File: config.mk
export PLATFORM = sky130hd
export DESIGN_NAME = l2_data_ctrl_flat
export DESIGN_NICKNAME = d
export VERILOG_FILES = /design/src/hw/l2_cache_pkg.sv /design/src/hw/l2_data_if.sv /design/src/hw/l2_data_ctrl.sv /design/src/flat_wrapper.sv
export SDC_FILE = /design/constraint.sdc
export NUM_CORES = 1
export LEC_CHECK = 0
export ABC_AREA = 1
export BUFFER_PORTS_ARGS = -buffer_cell sky130_fd_sc_hd__clkbuf_2
export CAP_MARGIN = 20
export CORE_AREA = 2 2 460 462
export CTS_CLUSTER_DIAMETER = 120
export CTS_CLUSTER_SIZE = 16
export DETAILED_ROUTE_END_ITERATION = 8
export DIE_AREA = 0 0 462 464
export SLEW_MARGIN = 20
export SYNTH_ARGS = -nofsm -noshare
export SYNTH_HDL_FRONTEND = slang
export SYNTH_SLANG_ARGS = --single-unit
File: constraint.sdc
create_clock -name clk -period 1.7 [get_ports clk]
set_input_delay 0.34 -clock clk [delete_from_list [all_inputs] [get_ports clk]]
set_output_delay 0.34 -clock clk [all_outputs]
set_load 0.1 [all_outputs]
File: src/hw/l2_cache_pkg.sv
package l2_cache_pkg;

    // line geometry
    localparam int L2_WAYS   = 4;
    localparam int L2_WORDS  = 4;                       // 128-bit words per line
    localparam int L2_WORD_W = 128;
    localparam int L2_LINE_W = L2_WORDS * L2_WORD_W;    // 512

    // generic strobe levels, all active high
    localparam logic ENABLE  = 1'b1;
    localparam logic DISABLE = 1'b0;

    // command codes on the top level port
    typedef logic [1:0] cmd_t;

    localparam cmd_t CMD_NOP   = 2'd0;                  // idle
    localparam cmd_t CMD_FILL  = 2'd1;                  // whole line from memory
    localparam cmd_t CMD_L1_WR = 2'd2;                  // one word written back by L1
    localparam cmd_t CMD_READ  = 2'd3;                  // line read

    // word offset within a line
    localparam logic [1:0] WORD0 = 2'd0;
    localparam logic [1:0] WORD1 = 2'd1;
    localparam logic [1:0] WORD2 = 2'd2;
    localparam logic [1:0] WORD3 = 2'd3;

    // A line is used whole for fills and reads, and word by word for
    // L1 write-backs and word returns. word[0] sits in the lowest bits.
    typedef union packed {
        logic [L2_LINE_W-1:0]               line;
        logic [L2_WORDS-1:0][L2_WORD_W-1:0] word;
    } l2_line_u;

endpackage
File: src/hw/l2_data_if.sv
`timescale 1ns/10ps

interface l2_data_if
    import l2_cache_pkg::*;
#(
    parameter int IDX_W = 9
);

    logic [IDX_W-1:0]   index;
    logic [1:0]         offset;      // word select for L1 writes
    l2_line_u           wdata;
    logic               mem_wr_en;   // fill strobe
    logic               l1_wr_en;    // L1 write-back strobe
    logic [L2_WAYS-1:0] block_we;    // one-hot way write select
    logic [L2_WAYS-1:0] block_re;    // one-hot way read select

    modport ctrl (
        output index,
        output offset,
        output wdata,
        output mem_wr_en,
        output l1_wr_en,
        output block_we,
        output block_re
    );

    modport array (
        input  index,
        input  offset,
        input  wdata,
        input  mem_wr_en,
        input  l1_wr_en,
        input  block_we,
        input  block_re
    );

endinterface

File: src/hw/l2_data_ctrl.sv
`timescale 1ns/10ps

module l2_data_ctrl
    import l2_cache_pkg::*;
#(
    parameter int IDX_W = 9
) (
    input  logic                 clk,
    input  logic                 rst_n,
    input  cmd_t                 cmd,
    input  logic [1:0]           way,
    input  logic [IDX_W-1:0]     index,
    input  logic [1:0]           offset,
    input  logic [L2_LINE_W-1:0] wdata_line,
    input  logic [L2_WORD_W-1:0] wdata_word,
    l2_data_if.ctrl              bus,
    output logic                 rd_pend,
    output logic [1:0]           rd_way,
    output logic [1:0]           rd_offset
);

    logic rd_cmd;

    assign rd_cmd = (cmd == CMD_READ);

    // command decode, all combinational so banks see it at the sampling edge
    always_comb begin
        bus.index      = index;
        bus.offset     = offset;
        bus.wdata.line = wdata_line;
        bus.mem_wr_en  = DISABLE;
        bus.l1_wr_en   = DISABLE;
        bus.block_we   = '0;
        bus.block_re   = '0;
        case (cmd)
            CMD_FILL: begin
                bus.mem_wr_en     = ENABLE;
                bus.block_we[way] = ENABLE;
            end
            CMD_L1_WR: begin
                // same word in every slot, array picks the offset one
                bus.wdata.line    = {L2_WORDS{wdata_word}};
                bus.l1_wr_en      = ENABLE;
                bus.block_we[way] = ENABLE;
            end
            CMD_READ: begin
                bus.block_re[way] = ENABLE;
            end
            default: begin
            end
        endcase
    end

    // marks the cycle when bank q holds the read data
    // way and offset follow the read by one stage
    always_ff @(posedge clk or negedge rst_n) begin
        if (!rst_n) begin
            rd_pend   <= DISABLE;
            rd_way    <= '0;
            rd_offset <= WORD0;
        end else begin
            rd_pend <= rd_cmd;
            if (rd_cmd) begin
                rd_way    <= way;
                rd_offset <= offset;
            end
        end
    end

endmodule

File: src/flat_wrapper.sv
// flat-port wrapper written by rule: the top's interface ports become plain ports
module l2_data_ctrl_flat import l2_cache_pkg::*;
#(
    parameter int IDX_W = 9
)
  (clk, rst_n, cmd, way, index, offset, wdata_line, wdata_word, rd_pend, rd_way, rd_offset, bus_index, bus_offset, bus_wdata, bus_mem_wr_en, bus_l1_wr_en, bus_block_we, bus_block_re);
  l2_data_if #(.IDX_W(IDX_W)) bus_i ();
  input  logic clk;
  input  logic rst_n;
  input  cmd_t cmd;
  input  logic [1:0] way;
  input  logic [IDX_W-1:0] index;
  input  logic [1:0] offset;
  input  logic [L2_LINE_W-1:0] wdata_line;
  input  logic [L2_WORD_W-1:0] wdata_word;
  output logic rd_pend;
  output logic [1:0] rd_way;
  output logic [1:0] rd_offset;
  output wire logic [$bits(bus_i.index)-1:0] bus_index;
  output wire logic [$bits(bus_i.offset)-1:0] bus_offset;
  output wire logic [$bits(bus_i.wdata)-1:0] bus_wdata;
  output wire logic [$bits(bus_i.mem_wr_en)-1:0] bus_mem_wr_en;
  output wire logic [$bits(bus_i.l1_wr_en)-1:0] bus_l1_wr_en;
  output wire logic [$bits(bus_i.block_we)-1:0] bus_block_we;
  output wire logic [$bits(bus_i.block_re)-1:0] bus_block_re;
  assign bus_index = bus_i.index;
  assign bus_offset = bus_i.offset;
  assign bus_wdata = bus_i.wdata;
  assign bus_mem_wr_en = bus_i.mem_wr_en;
  assign bus_l1_wr_en = bus_i.l1_wr_en;
  assign bus_block_we = bus_i.block_we;
  assign bus_block_re = bus_i.block_re;
  l2_data_ctrl #(.IDX_W(IDX_W)) u_core (.clk(clk), .rst_n(rst_n), .cmd(cmd), .way(way), .index(index), .offset(offset), .wdata_line(wdata_line), .wdata_word(wdata_word), .bus(bus_i), .rd_pend(rd_pend), .rd_way(rd_way), .rd_offset(rd_offset));
endmodule
==> flow_metrics.py, run 1 <==
metrics = {
    "status": {
        "status": "finished, violations left",
        "violations": "setup timing",
    },
    "placement": {
        "place.gp.congestion": 1.00,
        "port_buffers": 1176,
        "dp_cells": 5298,
        "place_hpwl_mm": 214,
        "placed_area_um2": 24800,
    },
    "synthesis": {
        "async_flop_share_pct": 100,
        "synth_top_area_cell": "nand2_1",
        "ys.flop_type": "dfrtp_1",
        "synth_area_um2": 5080,
        "ys_top_cells_by_area": "nand2_1 (86%), buf_2 (5.6%), buf_4 (3.3%)",
        "syn_inst": 1274,
        "synth_seq_area_share_pct": 2.46,
        "ys_warn_count": 0,
        "avgSynthCellArea_um2": 3.99,
        "synth_top_area_share_pct": 86.3,
        "synth_commonest_cells": "nand2_1 (1168), buf_2 (57), buf_4 (22), nor2_1 (8), inv_1 (7)",
        "syn_nets": 1935,
        "ys_ff_latch": 5,
        "yosysUniqueCellTypes": 9,
        "synth-edff-count": 0,
        "synth.most_common_cell": "nand2_1",
    },
    "cells_and_area": {
        "finalNetCount": 3211,
        "fillers": 23900,
        "stdcell_area_um2": 27500,
        "syn_to_final_growth_pct": 443,
        "instances_no_fill": 5429,
        "drive_gt1_share_pct": 69.7,
    },
    "floorplan": {
        "die_x_um": 462,
        "die_area_um2": 214000,
        "start_util_pct": 2.43,
        "core-area_um2": 209000,
        "rows": 168,
        "boundaryPins": 1195,
        "die_h_um": 464,
    },
    "sta": {
        "rsz0062_at_grt": "true",
        "finalClockSkew_ns": 0,
        "setup_violations": 513,
        "max_freq_ghz": 0.457,
        "slew_violations": 0,
        "slew_headroom_pct": 63.4,
        "finalCriticalPeriod_ns": 2.19,
        "fin_crit_sh_pct": 129,
        "hold_violations": 0,
        "tns_ns": -186.50,
        "tightest_slew_ns": 0.552,
        "setup_ws_ns": -0.490,
    },
    "clock_tree": {
        "clock-sinks": 5,
        "clock_latency_ns": 0.23,
        "clk_transition_reported_paths_ns": 0.03,
        "cts_tree": "built",
        "cts_max_level": 1,
        "cts_buffer_depth": 2,
        "cts_buffers": 3,
        "clock-root-buffer": "clkbuf_16",
    },
    "route": {
        "wl_per_cell_um": 41.3,
        "via_per_inst": 2.84,
        "num_vias": 15400,
        "wirelength_mm": 224,
        "drc_errors": 0,
        "antenna_left": 0,
        "drt-initial-drc-count": 1129,
        "drtPass1Iterations": 5,
    },
    "critical_path": {
        "worstSetupStartpointType": "primary input",
        "crit_start": "cmd[1]",
        "required_ns": 1.36,
        "worst_setup_path_end_kind": "primary output",
        "r2r-start": "u_core.rd_way[0]",
        "reg2reg_depth": 2,
        "critical_path.max_fanout": 13,
        "crit_type": "in -> out",
        "worstPathArrival_ns": 1.85,
    },
    "job": {
        "drv_cap": 0,
    },
    "global_route": {
        "antenna_found_initial": 323,
        "grt_max_degree": 35,
        "grt_pass1_wl_mm": 257,
        "grtUsageTotal_pct": 20.1,
        "grt-ovfl-total": 0,
        "grt_pass1_vias": 14600,
    },
    "pwr": {
        "pwr_density_cell_nw_per_um2": 667,
        "leakage_nw": 13.6,
        "irDropWorstVdd_uv": 709,
    },
    "min_path": {
        "hold_depth": 3,
        "min-delay-start": "offset[1]",
        "hp-class": "in -> reg",
    },
}
[logic make-up (layout without fill, tap and decap cells)]
kind of cell | after synthesis | count (layout) | share of synthesized area, %
DFF | 5 | 5 | 2.46
adders and majority gates | 4 | 4 | 0.986
buffers and inverters | 89 | 1364 | 9.61
and+or+nand+nor | 1176 | 1176 | 86.9
other | 0 | 75 | 0
[stage by stage]
step / setup WS (ns) / utilization, % / total power, mW / hold WS [ns]
after global placement: -0.843 / 11.9 / 17.5 / 0.159
final: -0.490 / 13.2 / 18.4 / 0.364
after global routing: -0.585 / 13.1 / 18.8 / 0.366
after detailed placement: -0.831 / 11.9 / 17.5 / 0.160
after floorplan: -0.555 / - / 9.37 / 0.0444
after CTS: -0.548 / 12.8 / 18.5 / 0.358
[metal layers]
metal  part of all wire [%]  up-vias  GRT usage, %
met5                   0.82        -             0
met4                    2.4      282          2.89
met3                     17      531          15.4
met2                     44     1306          32.1
met1                     35     6881          21.2
li1                       -     6416             -
[sequential cells by signal, summed over array words and instances (netlist names)]
| signal | cells |
|---|---|
| u_core.rd_way | 2 |
| u_core.rd_offset | 2 |
| u_core.rd_pend | 1 |
[worst max-delay path: stages]
cell and delay [ns]:
clkbuf_8 0.12, ha_4 0.20, buf_12 0.17, inv_16 0.12
buf_16 0.16, buf_12 0.14, buf_12 0.13, nand2_1 0.08
nand2_1 0.11, buf_12 0.22
[timing repair]
action,4_1_cts,5_1_grt
cloned,10,1
hold buffers,1,0
endpoints found under the setup margin,513,513
hold endpoints to repair,5,0
resized for setup,332,122
buffers inserted,33,8
pin swaps,29,12
[worst paths after layout]
check                                      endpoint  slack, ns
worst min-delay path            u_core.rd_offset[1]       0.36
worst max register to register     u_core.rd_way[0]       1.01
worst max-delay path                  bus_wdata[77]      -0.49
worst min register to register  u_core.rd_offset[1]       0.49
max in group asynchronous            u_core.rd_pend       1.10
min in group asynchronous          u_core.rd_way[0]       0.46
[cells in the final DEF, fill, tap and decap left out, drive strengths merged]
master and count:
bufbuf 1, nand2 1168, buf 698, diode 75, inv 9, nor2 8, clkbuf 655, dlygate4sd3 1
dfrtp 5, ha 4
[final cells by class]
cell class / count / area (um2) / share of cell area [%]
Timing Repair Buffer: 1351 / 16200 / 58.9
Multi-Input combinational cell: 1180 / 7370 / 26.8
Tap cell: 2805 / 3510 / 12.7
Antenna cell: 75 / 188 / 0.681
Sequential cell: 5 / 125 / 0.454
Clock buffer: 4 / 78.8 / 0.286
Inverter: 8 / 48.8 / 0.177
Timing Repair inverter: 1 / 11.3 / 0.0409
[where the power goes]
part / switching [mW] / internal (mW)
combinational: 12.2 / 5.59
clock: 0.0843 / 0.311
sequential: 0.0121 / 0.133
(Power assumes the default switching activity.)
==> run 2, diff against run 1 <==
--- a/config.mk
+++ b/config.mk
@@ -13,7 +13,9 @@
 export CTS_CLUSTER_SIZE = 16
 export DETAILED_ROUTE_END_ITERATION = 8
 export DIE_AREA = 0 0 462 464
+export SKIP_LAST_GASP = 1
 export SLEW_MARGIN = 20
 export SYNTH_ARGS = -nofsm -noshare
 export SYNTH_HDL_FRONTEND = slang
 export SYNTH_SLANG_ARGS = --single-unit
+export TNS_END_PERCENT = 10
==> flow_metrics.py, run 2 (synthesis results as in run 1) <==
metrics = {
    "status": {
        "status": "finished, violations left",
        "violations": "setup timing",
    },
    "placement": {
        "pre_cts_slack_ns": -0.851,
        "place_hpwl_mm": 219,
        "place.gp.congestion": 0.955,
        "port_buffers": 1176,
        "dp_cells": 5281,
    },
    "floorplan": {
        "die_h_um": 464,
        "start_util_pct": 2.43,
        "die_area_um2": 214000,
        "boundaryPins": 1195,
        "core-area_um2": 209000,
        "rows": 168,
        "die_x_um": 462,
    },
    "route": {
        "antenna_left": 0,
        "drc_errors": 0,
        "drtPass1Iterations": 5,
        "drt-initial-drc-count": 1234,
        "wirelength_mm": 235,
        "via_per_inst": 2.83,
        "num_vias": 15300,
        "wl_per_cell_um": 43.4,
    },
    "cells_and_area": {
        "mostFrequentLayoutCells": "nand2_1 (960), clkbuf_2 (653), buf_12 (544), buf_4 (90), nand2_2 (80)",
        "syn_to_final_growth_pct": 408,
        "reg_top3": "u_core.rd_offset: 2 flops, u_core.rd_way: 2 flops, u_core.rd_pend: 1 flops",
        "fillers": 24100,
        "instances_no_fill": 5417,
        "finalNetCount": 3180,
        "multi_input_area_um2": 6160,
        "utilization_pct": 12.3,
        "regArea_um2": 125,
        "drive_gt1_share_pct": 60.9,
        "layout.cells.most_common": "nand2_1",
    },
    "critical_path": {
        "worstPathArrival_ns": 1.89,
        "reg2reg_depth": 2,
        "critical_path.max_fanout": 27,
        "cpPeakStageDelay_ns": 0.31,
        "worstSetupStartpointType": "primary input",
        "crit_type": "in -> out",
        "r2r_end": "u_core.rd_way[1]",
        "slowest_stage": "nand2_1",
        "required_ns": 1.36,
        "cp_num_buf_inv": 5,
        "crit_start": "cmd[0]",
        "r2r_slack_ns": 1.10,
        "r2r-start": "u_core.rd_way[1]",
        "crit_chain": "buf_8 -> inv_4 -> ha_4 -> buf_16 -> buf_16 -> nand2_1 -> nand2_1 -> buf_12",
        "critPathTopFamily": "buffers and inverters",
        "worst_setup_path_end_kind": "primary output",
    },
    "pwr": {
        "pwr_density_cell_nw_per_um2": 688,
        "leakage_nw": 13.2,
        "irDropWorstVdd_uv": 653,
    },
    "clock_tree": {
        "clock-sinks": 5,
        "cts_tree": "built",
        "clock_latency_ns": 0.23,
        "clock-root-buffer": "clkbuf_16",
        "cts_max_level": 1,
        "clk_transition_reported_paths_ns": 0.03,
        "cts_buffers": 3,
        "cts_buffer_depth": 2,
    },
    "sta": {
        "fin_crit_sh_pct": 131,
        "slew_violations": 0,
        "hold_violations": 0,
        "finalClockSkew_ns": 0,
        "hold_ws_ns": 0.343,
        "tightest_slew_ns": 0.592,
        "slew_headroom_pct": 60.7,
        "setup_ws_ns": -0.534,
        "rsz0062_at_grt": "true",
        "max_freq_ghz": 0.448,
        "finalCriticalPeriod_ns": 2.23,
        "setup_violations": 514,
    },
    "global_route": {
        "grtUsageTotal_pct": 20.7,
        "grt_pass1_vias": 13600,
        "antenna_found_initial": 366,
        "grt-ovfl-total": 0,
        "grt_max_degree": 66,
        "grt_pass1_wl_mm": 261,
    },
    "min_path": {
        "hold_depth": 3,
        "min-delay-start": "offset[1]",
        "hold_end": "u_core.rd_offset[1]",
        "hp-class": "in -> reg",
    },
    "job": {
        "drv_cap": 0,
    },
}
==> run 2: through the flow <==
stage	instance area (um2)	power, mW	TNS [ns]
floorplan	6460	9.28	-235.89
global route	25600	18.2	-237.75
finish	25800	17.7	-206.33
detailed placement	24300	17.1	-238.45
global placement	24300	17.1	-236.98
CTS	24700	17.7	-231.80
==> run 2: where the power goes <==
group	switching, mW	internal (mW)	total [mW]	leakage (nW)
Combinational	11.9	5.29	17.2	13.1
Sequential	0.00773	0.133	0.141	0.0624
Clock	0.0791	0.311	0.390	0.0387
Total	12.0	5.73	17.7	13.2
==> run 2: metal layers <==
layer / global-route usage, % / wire length (um) / vias up
met5: 0 / 2000 / -
met4: 2.18 / 4930 / 306
met3: 17.1 / 43300 / 558
met2: 33.1 / 104000 / 1358
met1: 21.3 / 80500 / 6714
li1: - / - / 6386
==> run 2: cell type report <==
type | instances | share of cell area (%)
Timing Repair Buffer | 1319 | 60.4
Sequential cell | 5 | 0.485
Timing Repair inverter | 2 | 0.180
Antenna cell | 94 | 0.912
Inverter | 8 | 0.228
Tap cell | 2805 | 13.6
Clock buffer | 4 | 0.306
Multi-Input combinational cell | 1180 | 23.9
==> run 2: how the worst max path moves through the flow <==
stage / slack, ns / depth (start not counted) / to
after detailed placement: -0.85 / 9 / bus_wdata[279]
after CTS: -0.56 / 9 / bus_wdata[357]
after global routing: -0.57 / 9 / bus_wdata[493]
after global placement: -0.85 / 9 / bus_wdata[154]
after floorplan: -0.56 / 4 / bus_block_we[0]
final: -0.53 / 8 / bus_wdata[225]
==> run 2: timing repair <==
item | in CTS | in global routing
hold buffers | 1 | 0
resized for setup | 59 | 114
gates cloned | 6 | 11
setup buffers | 3 | 17
endpoints found under the setup margin | 514 | 515
hold endpoints to repair | 5 | 0
pin swaps | 0 | 1
==> run 2: worst min-delay path, cell delays in order <==
cell and delay [ns]:
clkbuf_2 0.09, nand2_1 0.05, nand2_1 0.05
==> run 3, diff against run 2 <==
==> constraint.sdc (replaced) <==
create_clock -name clk -period 2.1 [get_ports clk]
set_input_delay 0.42 -clock clk [delete_from_list [all_inputs] [get_ports clk]]
set_output_delay 0.42 -clock clk [all_outputs]
set_load 0.1 [all_outputs]
==> flow_metrics.py, run 3 (synthesis results as in run 1) <==
metrics = {
    "status": {
        "status": "finished, violations left",
        "violations": "setup timing",
    },
    "cells_and_area": {
        "layout.cells.most_common": "nand2_1",
        "utilization_pct": 11.9,
        "mostFrequentLayoutCells": "nand2_1 (1017), clkbuf_2 (650), buf_12 (541), nand2_4 (88), buf_4 (76)",
        "finalNetCount": 3156,
        "reg_top3": "u_core.rd_offset: 2 flops, u_core.rd_way: 2 flops, u_core.rd_pend: 1 flops",
        "syn_to_final_growth_pct": 388,
        "drive_gt1_share_pct": 58.3,
    },
    "route": {
        "via_per_inst": 2.84,
        "drtPass1Iterations": 5,
        "drc_errors": 0,
        "drt-initial-drc-count": 1266,
        "wl_per_cell_um": 42.5,
        "antenna_left": 0,
        "wirelength_mm": 230,
        "num_vias": 15400,
    },
    "clock_tree": {
        "cts_tree": "built",
        "clock_latency_ns": 0.22,
        "cts_buffers": 3,
        "cts_hold_buf": 0,
        "cts_max_level": 1,
        "clk_transition_reported_paths_ns": 0.03,
        "cts_buffer_depth": 2,
        "clock-root-buffer": "clkbuf_16",
        "clock-sinks": 5,
    },
    "sta": {
        "hold_violations": 0,
        "slew_violations": 0,
        "finalClockSkew_ns": 0,
        "slew_headroom_pct": 62.8,
        "rsz0062_at_grt": "true",
        "finalCriticalPeriod_ns": 2.34,
        "max_freq_ghz": 0.427,
        "tightest_slew_ns": 0.560,
        "setup_ws_ns": -0.244,
        "setup_violations": 504,
        "fin_crit_sh_pct": 112,
    },
    "global_route": {
        "grt_max_degree": 33,
        "antenna_found_initial": 357,
        "grtUsageTotal_pct": 20.4,
        "grt_pass1_vias": 13800,
        "grt-ovfl-total": 0,
        "grt_pass1_wl_mm": 257,
    },
    "pwr": {
        "p_switching_mw": 9.63,
        "p_clk_share_pct": 2.2,
        "power_frac_seq_pct": 0.8,
        "comb_power_share_pct": 97.0,
        "internal_power_mw": 4.52,
        "switching_share_pct": 68.1,
        "leakage_nw": 13.0,
        "pwr_density_cell_nw_per_um2": 571,
        "irDropWorstVdd_uv": 573,
    },
    "critical_path": {
        "required_ns": 1.68,
        "reg2reg_depth": 2,
        "r2r_slack_ns": 1.47,
        "worstPathArrival_ns": 1.92,
        "worst_setup_path_end_kind": "primary output",
        "crit_start": "cmd[0]",
        "r2r-start": "u_core.rd_offset[0]",
        "crit_type": "in -> out",
        "critical_path.max_fanout": 18,
        "worstSetupStartpointType": "primary input",
        "r2r_end": "u_core.rd_offset[0]",
    },
    "floorplan": {
        "boundaryPins": 1195,
        "rows": 168,
        "core-area_um2": 209000,
        "die_area_um2": 214000,
        "die_x_um": 462,
        "start_util_pct": 2.43,
        "die_h_um": 464,
    },
    "placement": {
        "port_buffers": 1176,
        "place_hpwl_mm": 217,
        "pre_cts_slack_ns": -0.573,
        "place.gp.congestion": 0.976,
    },
    "min_path": {
        "hp-class": "in -> async",
    },
    "job": {
        "drv_cap": 0,
    },
}
[run 3: per-stage QoR]
stage	instances	cell area (um2)	total power, mW	hold WS [ns]	TNS [ns]
5_1_grt	5340	24600	14.5	0.0141	-86.15
3_5_place_dp	5268	23100	13.6	0.243	-95.57
3_3_place_gp	5268	23100	13.6	0.242	-90.57
2_1_floorplan	1274	5270	7.24	0.124	-140.96
4_1_cts	5287	23800	14.1	0.00967	-71.20
6_report	5407	24800	14.1	0.00500	-66.76
[run 3: area by class of cell]
type | count | area (um2)
fill | 24200 | 184000
timing repair buffer | 1297 | 15400
multi-input combinational | 1180 | 5340
tap | 2805 | 3510
antenna | 108 | 270
sequential | 5 | 125
clock buffer | 4 | 78.8
inverter | 8 | 58.8
[run 3: worst max-delay path by stage]
stage                            to
floorplan           bus_block_we[0]
global placement      bus_wdata[53]
detailed placement    bus_wdata[53]
CTS                 bus_block_re[1]
global route         bus_wdata[315]
finish               bus_wdata[437]
[run 3: power by group through the flow]
stage               Clock, mW  Combinational [mW]  Sequential, mW
floorplan                   0                7.05           0.192
global placement            0                13.5           0.115
detailed placement          0                13.5           0.115
CTS                     0.314                13.7           0.114
global route            0.322                14.0           0.115
finish                  0.313                13.7           0.115
[run 3: timing repair]
| item | 4_1_cts | 5_1_grt |
|---|---|---|
| pin swaps | 0 | 0 |
| cloned | 6 | 9 |
| buffers inserted | 9 | 3 |
| setup endpoints to repair | 511 | 511 |
| resized for setup | 96 | 132 |
[run 3: worst max-delay path: stages]
cell	delay, ns
buf_8	0.10
inv_4	0.04
ha_4	0.19
buf_12	0.12
buf_12	0.17
buf_12	0.21
nand2_4	0.22
nand2_1	0.20
buf_12	0.19
[run 3: routing by layer]
layer / GRT usage (%) / wire length [um] / vias to the layer above
li1: - / - / 6337
met3: 16.8 / 42800 / 618
met2: 30.3 / 94600 / 1427
met1: 20.9 / 79000 / 6722
met5: 0 / 1780 / -
met4: 7.45 / 11600 / 276
